File: config.mk
export PLATFORM = sky130hd
export DESIGN_NAME = cmd_frame_parser
export DESIGN_NICKNAME = d
export VERILOG_FILES = /design/src/logic/cmd_bridge_pkg.sv /design/src/logic/cmd_frame_parser.sv
export SDC_FILE = /design/constraint.sdc
export NUM_CORES = 1
export LEC_CHECK = 0
export ABC_AREA = 0
export BUFFER_PORTS_ARGS = -buffer_cell sky130_fd_sc_hd__buf_4
export CAP_MARGIN = 20
export CORE_MARGIN = 2
export CORE_UTILIZATION = 45
export DETAILED_ROUTE_END_ITERATION = 16
export PLACE_DENSITY_LB_ADDON = 0.08
export SYNTH_ARGS = -nofsm -noshare
export SYNTH_HDL_FRONTEND = slang
export SYNTH_SLANG_ARGS = --single-unit
File: constraint.sdc
create_clock -name external_clk -period 5.1 [get_ports external_clk]
set_clock_uncertainty 0.2 [all_clocks]
set_input_delay 1.02 -clock external_clk [delete_from_list [all_inputs] [get_ports external_clk]]
set_output_delay 1.02 -clock external_clk [all_outputs]
set_load 0.005 [all_outputs]
File: src/logic/cmd_bridge_pkg.sv
package cmd_bridge_pkg;

    //////////////////////////////////////////////////////////////////////
    // data widths
    //////////////////////////////////////////////////////////////////////
    typedef logic [31:0] word_t;   // bus data word
    typedef logic [31:0] addr_t;   // word address
    typedef logic [1:0]  resp_t;   // response code
    typedef logic [7:0]  opcode_t; // command opcode

    localparam int MAX_BEATS = 8;  // longest burst

    typedef logic [$clog2(MAX_BEATS)-1:0] len_t; // beats minus one

    //////////////////////////////////////////////////////////////////////
    // codes
    //////////////////////////////////////////////////////////////////////
    localparam resp_t RESP_OKAY      = 2'd0;
    localparam resp_t RESP_SLVERR    = 2'd2;
    localparam resp_t RESP_MALFORMED = 2'd3;

    localparam opcode_t OP_WRITE = 8'h01;
    localparam opcode_t OP_READ  = 8'h02;

    //////////////////////////////////////////////////////////////////////
    // address map
    //////////////////////////////////////////////////////////////////////
    localparam addr_t REG_BASE        = 32'h1000_0000; // status register
    localparam addr_t REG_FIFO        = REG_BASE + 32'd2; // shift-in FIFO port
    localparam addr_t MEM_REGION_MASK = 32'hFFFF_FF00; // upper 24 bits must be zero

endpackage
File: src/logic/cmd_frame_parser.sv
`timescale 1ns/1ps

module cmd_frame_parser (
    input  logic                    external_clk,
    input  logic                    rst,
    input  logic                    rx_valid,
    input  logic [7:0]              rx_data,
    input  logic                    rx_last,
    input  logic                    busy_clear,
    output logic                    rx_busy,
    output logic                    cmd_valid,
    output cmd_bridge_pkg::opcode_t cmd_op,
    output cmd_bridge_pkg::len_t    cmd_len,
    output logic                    cmd_incr,
    output cmd_bridge_pkg::addr_t   cmd_addr,
    output cmd_bridge_pkg::word_t   cmd_wdata [cmd_bridge_pkg::MAX_BEATS],
    output logic                    cmd_malformed
);

    typedef enum logic [1:0] {ST_HDR, ST_ADDR, ST_DATA, ST_WAIT} state_t;

    state_t     state;
    logic [5:0] byte_cnt;   // index of the byte now on rx_data
    logic [5:0] data_idx;
    logic [5:0] last_idx;   // expected index of the final byte
    logic       op_known;
    logic       final_hit;
    logic       frame_end;
    logic       cmd_seen;

    assign data_idx  = byte_cnt - 6'd7;
    assign op_known  = (cmd_op == cmd_bridge_pkg::OP_WRITE) ||
                       (cmd_op == cmd_bridge_pkg::OP_READ);
    assign last_idx  = (cmd_op == cmd_bridge_pkg::OP_WRITE) ?
                       6'd10 + {1'b0, cmd_len, 2'b00} : 6'd6;
    assign final_hit = op_known && (byte_cnt == last_idx);
    assign frame_end = rx_last || final_hit; // unknown opcode drains until rx_last

    always_ff @(posedge external_clk) begin
        if (rst) begin
            state     <= ST_HDR;
            byte_cnt  <= '0;
            rx_busy   <= 1'b0;
            cmd_valid <= 1'b0;
        end else begin
            cmd_valid <= 1'b0;
            if (state == ST_WAIT) begin
                if (busy_clear) begin // response sent
                    state    <= ST_HDR;
                    byte_cnt <= '0;
                    rx_busy  <= 1'b0;
                end
            end else if (rx_valid) begin
                rx_busy  <= 1'b1;
                byte_cnt <= byte_cnt + 6'd1;
                if (frame_end) begin
                    cmd_valid <= 1'b1;
                    state     <= ST_WAIT;
                end else if (state == ST_HDR && byte_cnt == 6'd2) begin
                    state <= ST_ADDR;
                end else if (state == ST_ADDR && byte_cnt == 6'd6) begin
                    state <= ST_DATA;
                end
            end
        end
    end

    // command fields, held until the next frame
    always_ff @(posedge external_clk) begin
        if (rx_valid && state != ST_WAIT) begin
            case (state)
                ST_HDR: begin
                    case (byte_cnt[1:0])
                        2'd0:    cmd_op   <= rx_data;
                        2'd1:    cmd_len  <= rx_data[2:0];
                        default: cmd_incr <= rx_data[0];
                    endcase
                end
                ST_ADDR: cmd_addr <= {cmd_addr[23:0], rx_data}; // msb first
                ST_DATA: cmd_wdata[data_idx[4:2]] <= {cmd_wdata[data_idx[4:2]][23:0], rx_data};
                default: ;
            endcase
            if (frame_end) begin
                cmd_malformed <= rx_last ^ final_hit; // early last or missing last
            end
        end
    end

    //////////////////////////////////////////////////////////////////////
    // one command per busy period
    //////////////////////////////////////////////////////////////////////
    always_ff @(posedge external_clk) begin
        if (rst) begin
            cmd_seen <= 1'b0;
        end else if (!rx_busy) begin
            cmd_seen <= 1'b0;
        end else if (cmd_valid) begin
            cmd_seen <= 1'b1;
        end
    end

    a_one_cmd: assert property (@(posedge external_clk) disable iff (rst)
        cmd_valid |-> !cmd_seen);

endmodule

==> run summary, run 1 <==
PD cells - 347 nW/um^2
Mapped Avg Cell Area - 19.7 sq um
initial core utilization - 0.459
post-cts resize count - 0
port buffer count - 315
share of cells above drive strength 1 - 0.422
CP delay by family, top - simple AND/OR/NAND/NOR gates
Comb pwr share - 0.032
WP data arrival - 3510 ps
sequential share of the synthesized area - 0.800
gate count of the mapped netlist - 587
Synth async-reset ratio - 0
n_diodes - 0
# fillers - 1,869
initial antenna violation count - 0
clk sinks - 311
setup_tns - 0 ps
fin util - 0.612
top cell type by total area after synthesis - edfxtp_1
fin crit share - 0.679
critical path cell sequence - ha_1 -> nand2b_1 -> o21ai_1 -> a32oi_4 -> buf_4 -> nor2_4 -> buf_4
WHS - 248 ps
dominant synthesized flop cell - edfxtp_1
Switch Pwr - 1040 uW
DRC viols - 0
Sw Share - 0.195
via count - 6,877
post-route ant nets - 0
routability cong. - 0.844
crit start category - flop
DIE WIDTH - 164 um
Slew @ Worst Pin - 1020 ps
outcome - complete, no violations
busiest grt layer - met2
Fmax achieved - 0.289 GHz
GRT Total Usage - 0.234
Core Region - 25,200 sq um
synth unique cells - 51
# IOs - 316
clock group share of total power - 0.435
RSZ-0062 raised after global routing - no
Worst path most repeated cell - buf_4
Bufs on Longest Clock Path - 3
crit path buf inv count - 2
CTS Buf Count - 31
Post-Syn Area - 11,600 sq um
Routed WL per cell - 25.1 um
met2 GRT Util - 0.398
Crit Path Max Fanout - 26
Critical Setup Path Class - reg -> reg
largest net degree at the start of global routing - 43
TritonCTS clock tree - yes
hold_buf cts - 0
slowest cell on the critical path - nor2_4
Req. time, crit path - 5150 ps
clock period minus worst slack - 3460 ps
largest cells by area after synthesis - edfxtp_1, mux2i_1, o22a_1, dfxtp_1, o221ai_2
chip height - 164 um
commonest non-fill, non-tap cell in the layout - buf_4
clk_lat worst skew - 550 ps
Setup WS post-layout - 1640 ps
grt met3 use - 0.0460
Setup crit end kind - flop
H-tree Lvls - 1
final setup vio count - 0
Core Rows - 58
max incr delay on CP - 810 ps
M1 GR Usage - 0.312
sequential power share - 0.533
Net Count, Synth - 606
Die ar. - 27,000 sq um
Clk Tree Root Cell - clkbuf_16
YS warnings - 0
Synth-to-Final Area Change - 33.4%
Routed WL - 32.0 mm
worst hold-check path type - reg -> reg
hpwl dp - 22.2 mm
first-pass GRT wire length - 46.2 mm
clock-pin slew on the worst setup and hold paths - 60 ps
leakage - 0.00623 uW
Pins Over Slew Limit - 0
DP Cell Count - 1,220
number of DRC markers in iteration 0 - 617
Place WS - 1640 ps
Final Hold Fails - 0
maxcap violations - 0
grt total ovfl - 0
fraction of synthesized cell area taken by the top area cell type - 0.782
drt via density - 5.39
TritonRoute pass-1 iters - 5
Internal - 4300 uW
Non-Filler Instances - 1,276
area of the multi-input gates - 2200 sq um
Max-slew headroom - 0.317
Seq. cell area - 9240 sq um
Synth Register Bits - 311
setup repair bufs after CTS - 0
maximum vdd ir drop - 0.212 mV
fin nets - 942
vias in the first global route - 7,165
most frequent cells in the layout - buf_4, edfxtp_1, mux2i_1
number of synthesized flops with an enable pin - 301
[synth_stat cells (all sizes together), types with 6 or more instances]
cell type and count:
ha 6, nand2 6, mux2i 97, o221ai 25, inv 9, edfxtp 301, o22a 24, dfxtp 10
buf 26, nor2 22, and3 8, a21oi 6
[flip-flops by register name, summed over array words and instances (netlist names)]
| signal | flops |
|---|---|
| cmd_valid | 1 |
| rx_busy | 1 |
| cmd_wdata | 256 |
| cmd_addr | 32 |
| cmd_incr | 1 |
| cmd_op | 8 |
| byte_cnt | 6 |
| cmd_malformed | 1 |
| state | 2 |
| cmd_len | 3 |
[routing by layer]
metal	vias to the layer above	wire length [um]
met5	-	0
met4	0	507
met2	307	16000
met1	3490	13000
met3	38	2490
li1	3042	-
[final cells by class]
type,instances,share of cell area
timing repair buffer,330,0.161
tap,330,0.0268
clock buffer,34,0.0511
multi-input combinational,240,0.143
sequential,311,0.600
clock inverter,22,0.0162
inverter,9,0.00219
[power groups by stage]
stage               Clock (uW)  Sequential (uW)  Combinational [uW]
floorplan                    0             2900                87.5
CTS                       2360             2850                 171
global route              2470             2850                 184
finish                    2330             2850                 169
detailed placement           0             2900                 171
global placement             0             2900                 166
[per-stage QoR]
| step | area [sq um] | power (uW) |
|---|---|---|
| final | 15400 | 5350 |
| after floorplan | 11600 | 2990 |
| after CTS | 15400 | 5380 |
| after detailed placement | 14400 | 3070 |
| after global routing | 15400 | 5510 |
| after global placement | 14400 | 3070 |
[logic make-up after synthesis]
| group | after synthesis | share of synthesized area |
|---|---|---|
| buffers and inverters | 36 | 0.0175 |
| AND/OR/NAND/NOR | 55 | 0.0258 |
| AO/OA/AOI/OAI | 78 | 0.0626 |
| flip-flops | 311 | 0.800 |
| multiplexers | 97 | 0.0841 |
| XOR/XNOR | 4 | 0.00368 |
| adder cells (fa/ha/maj) | 6 | 0.00650 |
[final timing paths]
| check | startpoint | slack [ps] | to | cells past startpoint |
|---|---|---|---|---|
| min reg2reg | cmd_addr[21] | 250 | cmd_addr[29] | 0 |
| min | cmd_addr[21] | 250 | cmd_addr[29] | 0 |
| max reg2reg | byte_cnt[0] | 1640 | cmd_wdata[34] | 7 |
| max | byte_cnt[0] | 1640 | cmd_wdata[34] | 7 |
No activity file was read; power rests on OpenSTA's default activity.
==> run 2: changes to the inputs <==
Clock period 5.1 ns to 2.9 ns, I/O delays scaled along.
==> run 2 against run 1 <==
Worst setup slack worse by 1400 ps. Critical endpoint is now cmd_wdata[219]. Sequential power increased by 75%. Highest routed layer unchanged. Wire length decreased by 1.6%.
==> run summary, run 2 (synthesized netlist as in run 1, its figures left out) <==
DRC viols - 0 (unchanged)
Area after DPL - 14,700 sq um (was 14,400 sq um)
commonest non-fill, non-tap cell in the layout - buf_4 (unchanged)
Routed WL per cell - 24.2 um (was 25.1 um)
clock-pin slew on the worst setup and hold paths - 60 ps (about the same)
first-pass GRT wire length - 45.0 mm (was 46.2 mm)
cell area after layout - 15,600 sq um (was 15,400 sq um)
TritonRoute pass-1 iters - 5 (unchanged)
Slew @ Worst Pin - 718 ps (was 1020 ps)
largest net degree at the start of global routing - 33 (was 43)
max incr delay on CP - 440 ps (was 810 ps)
post-route ant nets - 0 (unchanged)
n_diodes - 0 (unchanged)
Die ar. - 27,000 sq um (unchanged)
vias in the first global route - 7,025 (was 7,165)
Max-slew headroom - 0.521 (was 0.317)
Pins Over Slew Limit - 0 (unchanged)
worst hold-check path type - in -> reg (was reg -> reg)
Final Hold Fails - 0 (unchanged)
FF-to-FF setup slack - 200 ps (was 1640 ps)
DIE WIDTH - 164 um (unchanged)
Place WS - 228 ps (was 1640 ps)
Fmax achieved - 0.370 GHz (was 0.289 GHz)
CTS Buf Count - 31 (unchanged)
initial core utilization - 0.459 (unchanged)
TritonCTS clock tree - yes (unchanged)
Largest register FFs - 256 (unchanged)
Switch Pwr - 1800 uW (was 1040 uW)
Critical Setup Path Class - reg -> reg (unchanged)
Power, Total - 8860 uW (was 5350 uW)
fin crit share - 0.932 (was 0.679)
chip height - 164 um (unchanged)
RSZ-0062 raised after global routing - no (unchanged)
sequential power share - 0.565 (was 0.533)
maximum vdd ir drop - 0.398 mV (was 0.212 mV)
hold_buf cts - 0 (unchanged)
Core Rows - 58 (unchanged)
clock period minus worst slack - 2700 ps (was 3460 ps)
number of DRC markers in iteration 0 - 543 (was 617)
Setup crit end kind - flop (unchanged)
Clk Tree Root Cell - clkbuf_16 (unchanged)
Synth-to-Final Area Change - 35.2% (was 33.4%)
CP delay by family, top - buffers and inverters (was simple AND/OR/NAND/NOR gates)
clk sinks - 311 (unchanged)
leakage - 0.00634 uW (was 0.00623 uW)
drt via density - 5.36 (was 5.39)
share of cells above drive strength 1 - 0.434 (was 0.422)
GRT Total Usage - 0.228 (was 0.234)
outcome - complete, no violations (unchanged)
slowest cell on the critical path - ha_1 (was nor2_4)
final setup vio count - 0 (unchanged)
hpwl dp - 22.0 mm (was 22.2 mm)
Crit Path Max Fanout - 26 (unchanged)
clk_lat worst skew - 550 ps (about the same)
Comb pwr share - 0.036 (was 0.032)
port buffer count - 315 (unchanged)
maxcap violations - 0 (unchanged)
Sw Share - 0.203 (was 0.195)
H-tree Lvls - 1 (unchanged)
crit start category - flop (unchanged)
most frequent cells in the layout - buf_4, edfxtp_1, mux2i_1 (unchanged)
post-cts resize count - 0 (unchanged)
fin nets - 968 (was 942)
Req. time, crit path - 2870 ps (was 5150 ps)
WP data arrival - 2680 ps (was 3510 ps)
Internal - 7070 uW (was 4300 uW)
critical path cell sequence - ha_1 -> xnor2_4 -> buf_12 -> buf_4 -> mux2i_1 -> o22a_1 -> o221ai_1 (was ha_1 -> nand2b_1 -> o21ai_1 -> a32oi_4 -> buf_4 -> nor2_4 -> buf_4)
routability cong. - 0.869 (was 0.844)
setup_tns - 0 ps (unchanged)
initial antenna violation count - 0 (unchanged)
crit path buf inv count - 2 (unchanged)
Setup WS post-layout - 196 ps (was 1640 ps)
PD cells - 567 nW/um^2 (was 347 nW/um^2)
via count - 6,983 (was 6,877)
# IOs - 316 (unchanged)
clock group share of total power - 0.399 (was 0.435)
setup repair bufs after CTS - 0 (unchanged)
grt total ovfl - 0 (unchanged)
Core Region - 25,200 sq um (unchanged)
Routed WL - 31.5 mm (was 32.0 mm)
Bufs on Longest Clock Path - 3 (unchanged)
[run 2: path summary, 6_finish.rpt]
path / from / to / cells after the start
setup / recovery: byte_cnt[1] / cmd_wdata[219] / 7
hold / removal: rst / byte_cnt[3] / 2
setup reg to reg: byte_cnt[1] / cmd_wdata[219] / 7
hold reg to reg: cmd_addr[12] / cmd_addr[20] / 0
[run 2: final cells by class]
cell class	instances	area (sq um)
Clock buffer	41	813
Multi-Input combinational cell	240	2200
Fill cell	1869	9560
Inverter	9	33.8
Clock inverter	15	71.3
Tap cell	330	413
Sequential cell	311	9240
Timing Repair Buffer	356	2850
[run 2: per-stage QoR]
step                std cells  utilization  hold WS, ps
finish                   1302        0.620         82.7
global placement         1246        0.585          235
floorplan                 587            -          252
global route             1302        0.620         73.6
detailed placement       1246        0.585          233
CTS                      1302        0.620         62.8
[run 2: worst reg2reg max path, cell delays in order, from the launching register on]
cell	delay (ps)
dfxtp_1	340
ha_1	440
xnor2_4	200
buf_12	260
buf_4	240
mux2i_1	200
o22a_1	160
o221ai_1	300
[run 2: routing by layer]
metal,global-route usage,vias to the layer above,part of all wire
met2,0.383,311,0.49
met5,0,-,0
met4,0.0706,0,0.026
met3,0.0424,53,0.074
met1,0.301,3518,0.41
li1,-,3101,-
[run 2: power groups by stage]
| stage | clock network [uW] | logic [uW] | registers, uW |
|---|---|---|---|
| 2_1_floorplan | 0 | 155 | 5100 |
| 3_3_place_gp | 0 | 312 | 5100 |
| 3_5_place_dp | 0 | 323 | 5100 |
| 4_1_cts | 3600 | 324 | 5000 |
| 5_1_grt | 3780 | 349 | 5010 |
| 6_report | 3540 | 322 | 5000 |
==> run 3: changes to the inputs <==
Settings changed: CELL_PAD_IN_SITES_DETAIL_PLACEMENT set to 0, CELL_PAD_IN_SITES_GLOBAL_PLACEMENT set to 2, CORE_UTILIZATION 45 to 34, SKIP_LAST_GASP set to 1.
==> run 3 against run 2 <==
Final cell count rose by 9.3%. Critical path depth unchanged. Sequential power about the same. Worst setup slack lost 9.4 ps. Largest power group unchanged. Sequential cell count stayed put. Clock power grew 24%. Sequential share of layout area down 1.7 points.
==> run summary, run 3 (synthesized netlist as in run 1, its figures left out) <==
WHS - 123 ps (was 82.7 ps)
chip height - 188 um (was 164 um)
Setup crit end kind - flop (unchanged)
fin util - 0.479 (was 0.620)
Comb pwr share - 0.033 (was 0.036)
Final Hold Fails - 0 (unchanged)
Clk Tree Root Cell - clkbuf_16 (unchanged)
maximum vdd ir drop - 0.388 mV (was 0.398 mV)
Internal - 7790 uW (was 7070 uW)
commonest non-fill, non-tap cell in the layout - buf_4 (unchanged)
Max-slew headroom - 0.434 (was 0.521)
final setup vio count - 0 (unchanged)
Routed WL - 35.1 mm (was 31.5 mm)
Core Rows - 67 (was 58)
drt via density - 4.96 (was 5.36)
Setup WS post-layout - 186 ps (was 196 ps)
clk sinks - 311 (unchanged)
clock period minus worst slack - 2710 ps (was 2700 ps)
number of DRC markers in iteration 0 - 474 (was 543)
Crit Path Max Fanout - 30 (was 26)
Critical Setup Path Class - reg -> reg (unchanged)
Place WS - 146 ps (was 228 ps)
port buffer count - 315 (unchanged)
Routed WL per cell - 24.7 um (was 24.2 um)
Core Region - 33,500 sq um (was 25,200 sq um)
FF-to-FF setup slack - 190 ps (was 200 ps)
post-route ant nets - 0 (unchanged)
via count - 7,056 (was 6,983)
Sw Share - 0.198 (was 0.203)
leakage - 0.00648 uW (was 0.00634 uW)
Req. time, crit path - 2850 ps (was 2870 ps)
fin nets - 971 (was 968)
# IOs - 316 (unchanged)
clock-pin slew on the worst setup and hold paths - 60 ps (about the same)
first-pass GRT wire length - 50.4 mm (was 45.0 mm)
H-tree Lvls - 2 (was 1)
Bufs on Longest Clock Path - 3 (unchanged)
hpwl dp - 25.0 mm (was 22.0 mm)
TritonCTS clock tree - yes (unchanged)
DRC viols - 0 (unchanged)
Power, Total - 9710 uW (was 8860 uW)
post-cts resize count - 0 (unchanged)
DIE WIDTH - 188 um (was 164 um)
GRT Total Usage - 0.194 (was 0.228)
WP data arrival - 2660 ps (was 2680 ps)
Slew @ Worst Pin - 848 ps (was 718 ps)
worst hold path startpoint - rst (unchanged)
most frequent cells in the layout - buf_4, edfxtp_1, mux2i_1 (unchanged)
share of cells above drive strength 1 - 0.440 (was 0.434)
CTS Buf Count - 35 (was 31)
setup repair bufs after CTS - 0 (unchanged)
PD cells - 604 nW/um^2 (was 567 nW/um^2)
n_diodes - 0 (unchanged)
TritonRoute pass-1 iters - 5 (unchanged)
Seq. cell area - 9240 sq um (unchanged)
Synth-to-Final Area Change - 39.2% (was 35.2%)
maxcap violations - 0 (unchanged)
initial antenna violation count - 0 (unchanged)
largest net degree at the start of global routing - 33 (unchanged)
Pins Over Slew Limit - 0 (unchanged)
initial core utilization - 0.344 (was 0.459)
# fillers - 2,883 (was 1,869)
clock group share of total power - 0.451 (was 0.399)
worst hold-check path type - in -> reg (unchanged)
area of the multi-input gates - 2200 sq um (unchanged)
outcome - complete, no violations (unchanged)
Die ar. - 35,500 sq um (was 27,000 sq um)
RSZ-0062 raised after global routing - no (unchanged)
Fmax achieved - 0.369 GHz (was 0.370 GHz)
clk_lat worst skew - 510 ps (was 550 ps)
crit start category - flop (unchanged)
sequential power share - 0.515 (was 0.565)
CP startpoint - byte_cnt[0] (was byte_cnt[1])
routability cong. - 0.791 (was 0.869)
fin crit share - 0.936 (was 0.932)
hold_buf cts - 0 (unchanged)
vias in the first global route - 7,363 (was 7,025)
Largest register FFs - 256 (unchanged)
Hold Path Depth - 2 (unchanged)
Switch Pwr - 1920 uW (was 1800 uW)
Reg2Reg Depth - 7 (unchanged)
r2r startpoint - byte_cnt[0] (was byte_cnt[1])
grt total ovfl - 0 (unchanged)
setup_tns - 0 ps (unchanged)
==> run 3: cell types whose count changed in the layout (fill, tap and decap cells not counted) <==
cell,previous run,this run
bufinv_16,0,4
clkbuf_16,31,37
clkinvlp_4,0,2
clkinv_2,8,4
buf_4,342,336
buf_12,14,19
clkbuf_1,10,6
==> run 3: power groups by stage <==
stage | Sequential (uW) | Clock, uW | Combinational (uW)
6_report | 5010 | 4380 | 323
5_1_grt | 5010 | 4660 | 352
4_1_cts | 5010 | 4460 | 329
3_5_place_dp | 5100 | 0 | 328
3_3_place_gp | 5100 | 0 | 322
2_1_floorplan | 5100 | 0 | 155
==> run 3: per-stage QoR <==
| step | instance area [sq um] | cells |
|---|---|---|
| 6_report | 16100 | 1423 |
| 5_1_grt | 16100 | 1423 |
| 4_1_cts | 16100 | 1423 |
| 3_5_place_dp | 14900 | 1363 |
| 3_3_place_gp | 14900 | 1363 |
| 2_1_floorplan | 11600 | 587 |
==> run 3: final timing paths <==
check / to
hold reg to reg: cmd_addr[13]
setup / recovery: cmd_wdata[124]
setup reg to reg: cmd_wdata[124]
hold / removal: rx_busy
==> run 3: area by class of cell <==
class,count,area share
Sequential cell,311,0.575
Multi-Input combinational cell,240,0.137
Clock buffer,43,0.0590
Inverter,9,0.00210
Timing Repair Buffer,355,0.181
Clock inverter,17,0.0116
Tap cell,448,0.0349
==> run 3: layer usage <==
metal / routed length [um] / global-route usage / part of all wire
met1: 14700 / 0.250 / 0.42
met4: 806 / 0.0529 / 0.023
met3: 2060 / 0.0393 / 0.059
met2: 17500 / 0.333 / 0.50
met5: 0 / 0 / 0
==> run 3: worst max-delay path, stage by stage (launching register included) <==
cell and delay, ps:
dfxtp_1 330, ha_1 460, xnor2_4 200, buf_12 280
buf_12 210, mux2i_1 220, o22a_1 170, o221ai_1 270
